**src/verilog/execPkg.sv**
```systemverilog
`default_nettype none

package execPkg;

    // operations the two units understand
    typedef enum logic [1:0] {
        OP_ADD,
        OP_SUB,
        OP_XOR,
        OP_MUL
    } opT;

    // which unit takes a dispatched op
    typedef logic unitSelT;

    // single-cycle logic unit
    localparam unitSelT UNIT_LOGIC = 1'b0;

    // multi-cycle multiply unit
    localparam unitSelT UNIT_MUL = 1'b1;

endpackage

`default_nettype wire

```
**src/verilog/robPkg.sv**
```systemverilog
`default_nettype none

package robPkg;

    // buffer depth, sets the tag root width
    localparam int ROB_SIZE = 8;
    localparam int ROOT_WIDTH = $clog2(ROB_SIZE);

    // tag is the entry index plus a leading valid bit
    localparam int TAG_WIDTH = ROOT_WIDTH + 1;

    typedef logic [TAG_WIDTH-1:0] tagT;

    // all-zero tag, no entry
    localparam tagT TAG_FREE = '0;

    localparam int DATA_WIDTH = 32;

    typedef logic [DATA_WIDTH-1:0] dataT;

    // outstanding branch slots
    localparam int BRANCH_DEPTH = 4;

    // bit k set: op sits under unresolved branch k
    typedef logic [BRANCH_DEPTH-1:0] branchMaskT;

    typedef logic [$clog2(BRANCH_DEPTH)-1:0] branchIdxT;

endpackage

`default_nettype wire
```
**src/verilog/outOfOrderCore.sv**
```systemverilog
`timescale 1ns/1ps
`default_nettype none

module outOfOrderCore
    import robPkg::*;
    import execPkg::*;
(
    input  logic       clk,
    input  logic       rst,
    input  logic       dispatchEn,
    input  unitSelT    dispUnit,
    input  opT         dispOp,
    input  dataT       dispA,
    input  dataT       dispB,
    input  branchMaskT dispBranchMask,
    output tagT        freeTag,
    output logic       robFree,
    output logic [1:0] unitBusy,
    input  logic       branchFreeEn,
    input  logic       misTaken,
    input  branchIdxT  branchIdx,
    output logic       commitEn,
    output tagT        commitTag,
    output dataT       commitData
);

    logic issue0;
    logic issue1;
    logic cyc0;
    logic stb0;
    logic ack0;
    tagT  tag0;
    dataT data0;
    logic cyc1;
    logic stb1;
    logic ack1;
    tagT  tag1;
    dataT data1;
    logic wrEn;
    tagT  wrTag;
    dataT wrData;

    assign issue0 = dispatchEn & (dispUnit == UNIT_LOGIC);
    assign issue1 = dispatchEn & (dispUnit == UNIT_MUL);

    reorderBuffer #(
        .robSize(ROB_SIZE)
    ) rob0 (
        .clk(clk),
        .rst(rst),
        .wrEn(wrEn),
        .wrTag(wrTag),
        .wrData(wrData),
        .dispatchEn(dispatchEn),
        .dispBranchMask(dispBranchMask),
        .freeTag(freeTag),
        .robFree(robFree),
        .branchFreeEn(branchFreeEn),
        .misTaken(misTaken),
        .branchIdx(branchIdx),
        .commitEn(commitEn),
        .commitTag(commitTag),
        .commitData(commitData)
    );

    resultArbiter arbiter0 (
        .clk(clk),
        .rst(rst),
        .cyc0(cyc0),
        .stb0(stb0),
        .tag0(tag0),
        .data0(data0),
        .ack0(ack0),
        .cyc1(cyc1),
        .stb1(stb1),
        .tag1(tag1),
        .data1(data1),
        .ack1(ack1),
        .wrEn(wrEn),
        .wrTag(wrTag),
        .wrData(wrData)
    );

    // logic unit, one cycle
    execUnit #(
        .latency(1)
    ) unit0 (
        .clk(clk),
        .rst(rst),
        .issueEn(issue0),
        .op(dispOp),
        .a(dispA),
        .b(dispB),
        .tag(freeTag),
        .branchMask(dispBranchMask),
        .branchFreeEn(branchFreeEn),
        .misTaken(misTaken),
        .branchIdx(branchIdx),
        .busy(unitBusy[0]),
        .resCyc(cyc0),
        .resStb(stb0),
        .resTag(tag0),
        .resData(data0),
        .resAck(ack0)
    );

    // multiply unit, three cycles
    execUnit #(
        .latency(3)
    ) unit1 (
        .clk(clk),
        .rst(rst),
        .issueEn(issue1),
        .op(dispOp),
        .a(dispA),
        .b(dispB),
        .tag(freeTag),
        .branchMask(dispBranchMask),
        .branchFreeEn(branchFreeEn),
        .misTaken(misTaken),
        .branchIdx(branchIdx),
        .busy(unitBusy[1]),
        .resCyc(cyc1),
        .resStb(stb1),
        .resTag(tag1),
        .resData(data1),
        .resAck(ack1)
    );

endmodule

`default_nettype wire

```
**src/verilog/execUnit.sv**
```systemverilog
`timescale 1ns/1ps
`default_nettype none

module execUnit
    import robPkg::*;
    import execPkg::*;
#(
    parameter int latency = 1
) (
    input  logic       clk,
    input  logic       rst,
    input  logic       issueEn,
    input  opT         op,
    input  dataT       a,
    input  dataT       b,
    input  tagT        tag,
    input  branchMaskT branchMask,
    input  logic       branchFreeEn,
    input  logic       misTaken,
    input  branchIdxT  branchIdx,
    output logic       busy,
    output logic       resCyc,
    output logic       resStb,
    output tagT        resTag,
    output dataT       resData,
    input  logic       resAck
);

    localparam int cntWidth = $clog2(latency + 1);

    logic [cntWidth-1:0] count;
    branchMaskT          mask;
    branchMaskT          freeBit;
    logic                kill;
    opT                  heldOp;
    dataT                heldA;
    dataT                heldB;
    tagT                 heldTag;

    assign freeBit = branchFreeEn ? (branchMaskT'(1) << branchIdx) : '0;
    assign kill = busy & misTaken & mask[branchIdx];

    // request once the latency has run out
    assign resCyc = busy & (count == '0);
    assign resStb = resCyc;
    assign resTag = resCyc ? heldTag : TAG_FREE;

    always_comb begin
        case (heldOp)
            OP_ADD:  resData = heldA + heldB;
            OP_SUB:  resData = heldA - heldB;
            OP_XOR:  resData = heldA ^ heldB;
            // low word of the product
            OP_MUL:  resData = heldA * heldB;
            default: resData = '0;
        endcase
    end

    always_ff @(posedge clk) begin
        if (rst) begin
            busy <= 1'b0;
            count <= '0;
        end else if (issueEn) begin
            busy <= 1'b1;
            count <= cntWidth'(latency - 1);
        end else if (kill || (resStb && resAck)) begin
            busy <= 1'b0;
        end else if (busy && count != '0) begin
            count <= count - 1'b1;
        end
    end

    always_ff @(posedge clk) begin
        if (issueEn) begin
            heldOp <= op;
            heldA <= a;
            heldB <= b;
            heldTag <= tag;
            mask <= branchMask & ~freeBit;
        end else begin
            mask <= mask & ~freeBit;
        end
    end

    // Wishbone classic: request held steady until acknowledged
    assert property (@(posedge clk) disable iff (rst)
        (resStb && !resAck && !kill) |=> (resStb && $stable(resTag) && $stable(resData)));

endmodule

`default_nettype wire

```
**src/verilog/resultArbiter.sv**
```systemverilog
`timescale 1ns/1ps
`default_nettype none

module resultArbiter
    import robPkg::*;
(
    input  logic clk,
    input  logic rst,
    input  logic cyc0,
    input  logic stb0,
    input  tagT  tag0,
    input  dataT data0,
    output logic ack0,
    input  logic cyc1,
    input  logic stb1,
    input  tagT  tag1,
    input  dataT data1,
    output logic ack1,
    output logic wrEn,
    output tagT  wrTag,
    output dataT wrData
);

    logic req0;
    logic req1;
    // high when unit 1 took the last grant
    logic lastWinner;

    assign req0 = cyc0 & stb0;
    assign req1 = cyc1 & stb1;

    // on a tie the loser of the previous grant goes first
    assign ack0 = req0 & (~req1 | lastWinner);
    assign ack1 = req1 & (~req0 | ~lastWinner);

    assign wrEn = ack0 | ack1;
    assign wrTag = ack1 ? tag1 : tag0;
    assign wrData = ack1 ? data1 : data0;

    always_ff @(posedge clk) begin
        if (rst) begin
            lastWinner <= 1'b0;
        end else if (wrEn) begin
            lastWinner <= ack1;
        end
    end

    assert property (@(posedge clk) disable iff (rst) !(ack0 && ack1));

endmodule

`default_nettype wire

```
**src/verilog/reorderBuffer.sv**
```systemverilog
`timescale 1ns/1ps
`default_nettype none

module reorderBuffer
    import robPkg::*;
#(
    parameter int robSize = ROB_SIZE
) (
    input  logic       clk,
    input  logic       rst,
    input  logic       wrEn,
    input  tagT        wrTag,
    input  dataT       wrData,
    input  logic       dispatchEn,
    input  branchMaskT dispBranchMask,
    output tagT        freeTag,
    output logic       robFree,
    input  logic       branchFreeEn,
    input  logic       misTaken,
    input  branchIdxT  branchIdx,
    output logic       commitEn,
    output tagT        commitTag,
    output dataT       commitData
);

    localparam int rootWidth = $clog2(robSize);

    logic [rootWidth-1:0] head;
    logic [rootWidth-1:0] tail;
    logic [rootWidth-1:0] wrRoot;
    // slots between head and tail, passed-over ones included
    logic [rootWidth:0]   count;
    logic [robSize-1:0]   valid;
    logic [robSize-1:0]   filled;
    logic [robSize-1:0]   discard;
    logic [robSize-1:0]   ready;
    branchMaskT           mask [robSize];
    branchMaskT           nextMask [robSize];
    dataT                 data [robSize];
    branchMaskT           freeBit;
    logic                 headMove;

    function automatic logic [rootWidth-1:0] bump(input logic [rootWidth-1:0] p);
        return (p == rootWidth'(robSize - 1)) ? '0 : p + 1'b1;
    endfunction

    assign wrRoot = wrTag[rootWidth-1:0];
    assign freeBit = branchFreeEn ? (branchMaskT'(1) << branchIdx) : '0;

    // new ops take the tail slot, prefix bit marks a live tag
    assign freeTag = {1'b1, tail};
    assign robFree = (count != (rootWidth + 1)'(robSize));

    always_comb begin
        for (int j = 0; j < robSize; j++) begin
            nextMask[j] = mask[j] & ~freeBit;
            discard[j] = valid[j] & misTaken & mask[j][branchIdx];
            ready[j] = valid[j] & filled[j] & (nextMask[j] == '0) & ~discard[j];
        end
    end

    // retire, drop a squashed head, or skip a slot freed earlier
    assign headMove = ready[head] | discard[head] | ((count != '0) & ~valid[head]);

    always_ff @(posedge clk) begin
        if (rst) begin
            head <= '0;
            tail <= '0;
            count <= '0;
            valid <= '0;
            filled <= '0;
        end else begin
            if (dispatchEn) begin
                tail <= bump(tail);
            end
            if (headMove) begin
                head <= bump(head);
            end
            if (dispatchEn && !headMove) begin
                count <= count + 1'b1;
            end else if (!dispatchEn && headMove) begin
                count <= count - 1'b1;
            end
            for (int j = 0; j < robSize; j++) begin
                if (dispatchEn && tail == rootWidth'(j)) begin
                    valid[j] <= 1'b1;
                    filled[j] <= 1'b0;
                end else begin
                    valid[j] <= valid[j] & ~discard[j] & ~(headMove && head == rootWidth'(j));
                    if (wrEn && wrRoot == rootWidth'(j)) begin
                        filled[j] <= 1'b1;
                    end
                end
            end
        end
    end

    // masks and results, meaningful only while valid
    always_ff @(posedge clk) begin
        for (int j = 0; j < robSize; j++) begin
            if (dispatchEn && tail == rootWidth'(j)) begin
                mask[j] <= dispBranchMask & ~freeBit;
            end else begin
                mask[j] <= nextMask[j];
            end
            if (wrEn && wrRoot == rootWidth'(j)) begin
                data[j] <= wrData;
            end
        end
    end

    always_ff @(posedge clk) begin
        if (rst) begin
            commitEn <= 1'b0;
            commitTag <= TAG_FREE;
            commitData <= '0;
        end else begin
            commitEn <= ready[head];
            commitTag <= ready[head] ? {1'b1, head} : TAG_FREE;
            commitData <= ready[head] ? data[head] : '0;
        end
    end

    // results only land in live entries
    assert property (@(posedge clk) disable iff (rst) wrEn |-> valid[wrRoot]);

    // dispatcher honours the full flag
    assert property (@(posedge clk) disable iff (rst) dispatchEn |-> robFree);

endmodule

`default_nettype wire

```
**config.mk**
```make
export PLATFORM = sky130hd
export DESIGN_NAME = outOfOrderCore
export DESIGN_NICKNAME = d
export VERILOG_FILES = /design/src/verilog/execPkg.sv /design/src/verilog/robPkg.sv /design/src/verilog/outOfOrderCore.sv /design/src/verilog/execUnit.sv /design/src/verilog/resultArbiter.sv /design/src/verilog/reorderBuffer.sv
export SDC_FILE = /design/constraint.sdc
export NUM_CORES = 2
export LEC_CHECK = 0
export ABC_CLOCK_PERIOD_IN_PS = 16500
export BUFFER_PORTS_ARGS = -buffer_cell sky130_fd_sc_hd__buf_2
export CORE_MARGIN = 5
export CORE_UTILIZATION = 40
export DETAILED_ROUTE_END_ITERATION = 7
export GPL_ROUTABILITY_DRIVEN = 1
export SKIP_LAST_GASP = 1
export SYNTH_ARGS = -nofsm -noshare
export SYNTH_HDL_FRONTEND = slang
export SYNTH_SLANG_ARGS = --single-unit
```
**constraint.sdc**
```tcl
create_clock -name clk -period 16.5 [get_ports clk]
set_input_delay 0.825 -clock clk [delete_from_list [all_inputs] [get_ports clk]]
set_output_delay 0.825 -clock clk [all_outputs]
set_load 0.05 [all_outputs]
```
==> results.md <==
| Metric | This run | Unit |
|---|---|---|
| Result of the run | finished, final reports clean | - |
| PostCTS Resize Cnt | 0 | - |
| Max Clk Rate | 0.115 | GHz |
| # Post-CTS Setup Buffers | 0 | - |
| Setup repair after global routing missed its margin | no | - |
| Most frequent cells in the layout | 819 x sky130_fd_sc_hd__fa_1, 812 x sky130_fd_sc_hd__inv_1, 653 x sky130_fd_sc_hd__nand2_1, 603 x sky130_fd_sc_hd__and2_1, 394 x sky130_fd_sc_hd__edfxtp_1 | - |
| Die outline width | 385 | um |
| Instance count of the mapped netlist | 5490 | - |
| Initial cell density of the core | 0.403 | - |
| Worst slew pin tran | 1.37 | ns |
| Number of global-route vias before repair | 41302 | - |
| Number of buffers created by CTS | 49 | - |
| Syn_nets | 6745 | - |
| Setup crit start | unit1.heldB[3] | - |
| Setup Total Neg Slack | 0 | ns |
| Largest fanout of any net on the critical path | 33 | - |
| Critical path launch point type | flop | - |
| Final Instance Count excl. Fillers | 7377 | - |
| Cell at the root of the clock tree | sky130_fd_sc_hd__clkbuf_16 | - |
| Number of DRC markers after the initial detailed-route iteration | 3246 | - |
| TritonCTS clock tree | done | - |
| Final Wtd Congestion | 0.904 | - |
| Total die area | 0.148 | mm^2 |
| Vias | 39466 | - |
| Hold Vio Cnt, Final | 0 | - |
| Maximum buffer depth of the clock tree | 3 | - |
| Antenna violations before repair | 3 | - |
| Total buffers and inverters traversed by the critical path | 4 | - |
| WL per Instance | 21.8 | um |
| Die extent in y | 385 | um |
| Worst clock skew | 0.0456 | ns |
| Final period util | 0.528 | - |
| Number of design rule violations left after detail routing | 0 | - |
| Final critical path time including I/O delays and setup | 8.71 | ns |
| Tot GR Track Use | 0.220 | - |
| Number of synthesized register bits | 502 | - |
| Netlist cell types | 86 | - |
| Core region area | 0.140 | mm^2 |
| Number of rows created at floorplan | 137 | - |
| Clock latency on the worst-skew pair | 0.62 | ns |
| Post-layout nets | 6711 | - |
| Total wirelength of the detailed-routed design | 161000 | um |
| Final-report max-slew violation count | 0 | - |
| Post-route setup slack | 7.79 | ns |
| HPWL after DPL | 115000 | um |
| Synthesis Warnings | 0 | - |
| Ratio of cells with drive above 1 in the final layout | 0.0810 | - |
| Via/cell ratio | 5.35 | - |
| Critical path cell sequence | and2_1 -> fa_1 -> inv_1 -> fa_1 -> fa_1 -> fa_1 -> inv_1 -> fa_1 -> inv_1 -> fa_1 -> inv_1 -> fa_1 -> fa_1 -> ha_1 -> a21o_1 -> a31oi_1 -> nand2b_1 -> a21boi_0 -> a31oi_1 -> o21ai_0 -> a21oi_1 -> nor2_1 -> a2111o_1 -> a31oi_1 | - |
| H-tree levels | 2 | - |
| Mean instance size in the synthesized netlist | 10.2 | um^2 |
| Endpoint class of the critical path | flop | - |
| Library cell contributing the largest single delay on the critical path | sky130_fd_sc_hd__edfxtp_1 | - |
| Most common cell after layout, fill and taps aside | sky130_fd_sc_hd__fa_1 | - |
| Most frequent CP cell | sky130_fd_sc_hd__fa_1 | - |
| Clock-pin slew on the worst setup and hold paths | 0.07 | ns |
| Sequential element share of the synthesized area | 0.249 | - |
| Maximum number of pins on one net before global-route repair | 67 | - |
| Area of the mapped netlist | 0.0562 | mm^2 |
| Critical path's largest stage delay | 1.10 | ns |
| Hold-fix buffers at CTS | 0 | - |
| IO Count | 122 | - |
| MaxCap Viol Count | 0 | - |
| Endpoint required time on the critical path | 16.72 | ns |
| Setup violators final | 0 | - |
| Cell count after placement | 7281 | - |
| Synth-to-Final Area Change | 7.38 | % |
| R2R Path Start | unit1.heldB[3] | - |
| Arr. time, crit path | 8.92 | ns |
| Family with the most delay on the worst path | adder cells | - |
| Worst hold start | dispB[20] | - |
| Number of port buffers | 120 | - |
| Remaining antenna violation count after routing | 0 | - |
| Worst slew margin relative to its limit | 0.0752 | - |
| Clock sink count | 502 | - |
| Classification of the worst-slack hold path | input port to flop | - |
| Type of the worst setup path | flop to flop | - |
| Share of flip-flops with an asynchronous set or reset after synthesis | 0 | - |
| Worst-case setup slack after placement | 8.01 | ns |
| Aggregate global routing overflow | 0 | - |
| Commonest register cell after synthesis | sky130_fd_sc_hd__edfxtp_1 | - |
| Count of flip-flops with a built-in enable after synthesis | 394 | - |
| Number of search-and-repair iterations in the first detailed-routing pass | 5 | - |
| Wire length of the first global-routing pass | 248000 | um |
sequential cells by signal, summed over array words and instances, names as in the netlist, 8 cells and up:
signal	count
rob0.commitData	32
rob0.mask	32
unit1.heldB	32
unit0.heldB	32
rob0.filled	8
unit0.heldA	32
rob0.valid	8
unit1.heldA	32
rob0.data	256
cell usage after synthesis (all sizes together) (5+ instances only):
| cell type | instances | share of area |
|---|---|---|
| xor2 | 104 | 0.016 |
| o31ai | 16 | 0.0023 |
| a221o | 5 | 0.00089 |
| nand3b | 7 | 0.00093 |
| inv | 814 | 0.054 |
| nor4 | 12 | 0.0014 |
| a21boi | 12 | 0.0016 |
| nor2 | 165 | 0.011 |
| or2 | 8 | 0.00089 |
| o21bai | 13 | 0.0019 |
| o21a | 20 | 0.0027 |
| buf | 32 | 0.0030 |
| o211ai | 22 | 0.0029 |
| fa | 819 | 0.29 |
| o41ai | 5 | 0.00078 |
| nor3b | 12 | 0.0017 |
| or3 | 15 | 0.0017 |
| nand2 | 653 | 0.044 |
| a21o | 47 | 0.0063 |
| nand3 | 41 | 0.0036 |
| clkbuf | 278 | 0.019 |
| and2 | 604 | 0.067 |
| o31a | 6 | 0.00093 |
| dfxtp | 108 | 0.038 |
| nor3 | 38 | 0.0034 |
| nand4 | 10 | 0.0011 |
| ha | 358 | 0.080 |
| o21ai | 115 | 0.010 |
| xnor2 | 200 | 0.031 |
| and3 | 18 | 0.0020 |
| a31oi | 32 | 0.0036 |
| a2111oi | 5 | 0.00078 |
| nor2b | 21 | 0.0023 |
| mux2i | 45 | 0.0080 |
| edfxtp | 394 | 0.21 |
| a311oi | 8 | 0.0012 |
| and3b | 5 | 0.00078 |
| o2111ai | 6 | 0.00093 |
| o22ai | 5 | 0.00056 |
| mux2 | 9 | 0.0019 |
| a211oi | 33 | 0.0045 |
| a21oi | 226 | 0.022 |
| nand2b | 18 | 0.0020 |
| mux4 | 77 | 0.031 |
through the flow:
step / hold WS [ns] / cell area, um^2 / util
finish: 0.423 / 60400 / 0.433
global route: 0.394 / 60400 / 0.433
CTS: 0.393 / 60400 / 0.433
detailed placement: 0.448 / 58800 / 0.421
global placement: 0.441 / 58800 / 0.421
floorplan: 0.433 / 56200 / -
worst register-to-register path: cells and delay by family, from the launching register on:
kind	cells	cell delay (ns)
DFF	1	1.10
AOI/OAI and AO/OA	8	2.38
and+or+nand+nor	3	0.50
adders and majority gates	9	4.11
buffers and inverters	4	0.24
logic make-up (layout without fill, tap and decap cells):
group                    Yosys count  count (layout)  share of synthesized area
AND/OR/NAND/NOR                 1637            1637                      0.145
adder cells (fa/ha/maj)         1177            1177                      0.371
XOR/XNOR                         304             304                     0.0474
other                              1               5                  0.0000667
multiplexers                     131             131                     0.0407
buffers and inverters           1124            1131                     0.0760
flip-flops                       502             502                      0.249
AO/OA/AOI/OAI                    614             614                     0.0704
per-layer routing:
metal | up-vias | routed length, um | global-route usage
met5 | - | 0 | 0
met2 | 1437 | 71900 | 0.343
li1 | 17489 | - | -
met4 | 0 | 3040 | 0.0393
met1 | 20330 | 71500 | 0.322
met3 | 210 | 14200 | 0.0425
worst paths after layout:
kind / cells after the start / slack [ns] / endpoint
worst max-delay path: 24 / 7.79 / rob0.data[3][25]
worst min-delay path: 1 / 0.42 / unit0.heldB[20]
worst max register to register: 24 / 7.79 / rob0.data[3][25]
worst min register to register: 2 / 0.45 / unit1.mask[3]
area by class of cell:
| cell class | count | area (um^2) |
|---|---|---|
| inverter | 814 | 3060 |
| antenna | 4 | 10.0 |
| timing repair buffer | 225 | 1390 |
| multi-input combinational | 3864 | 38000 |
| clock buffer | 66 | 1290 |
| sequential | 502 | 14000 |
| fill | 13515 | 79200 |
| clock inverter | 26 | 275 |
| tap | 1876 | 2350 |
Power is not shown: default switching activity piles up to over one toggle a cycle in this logic, so the estimate is an artifact.
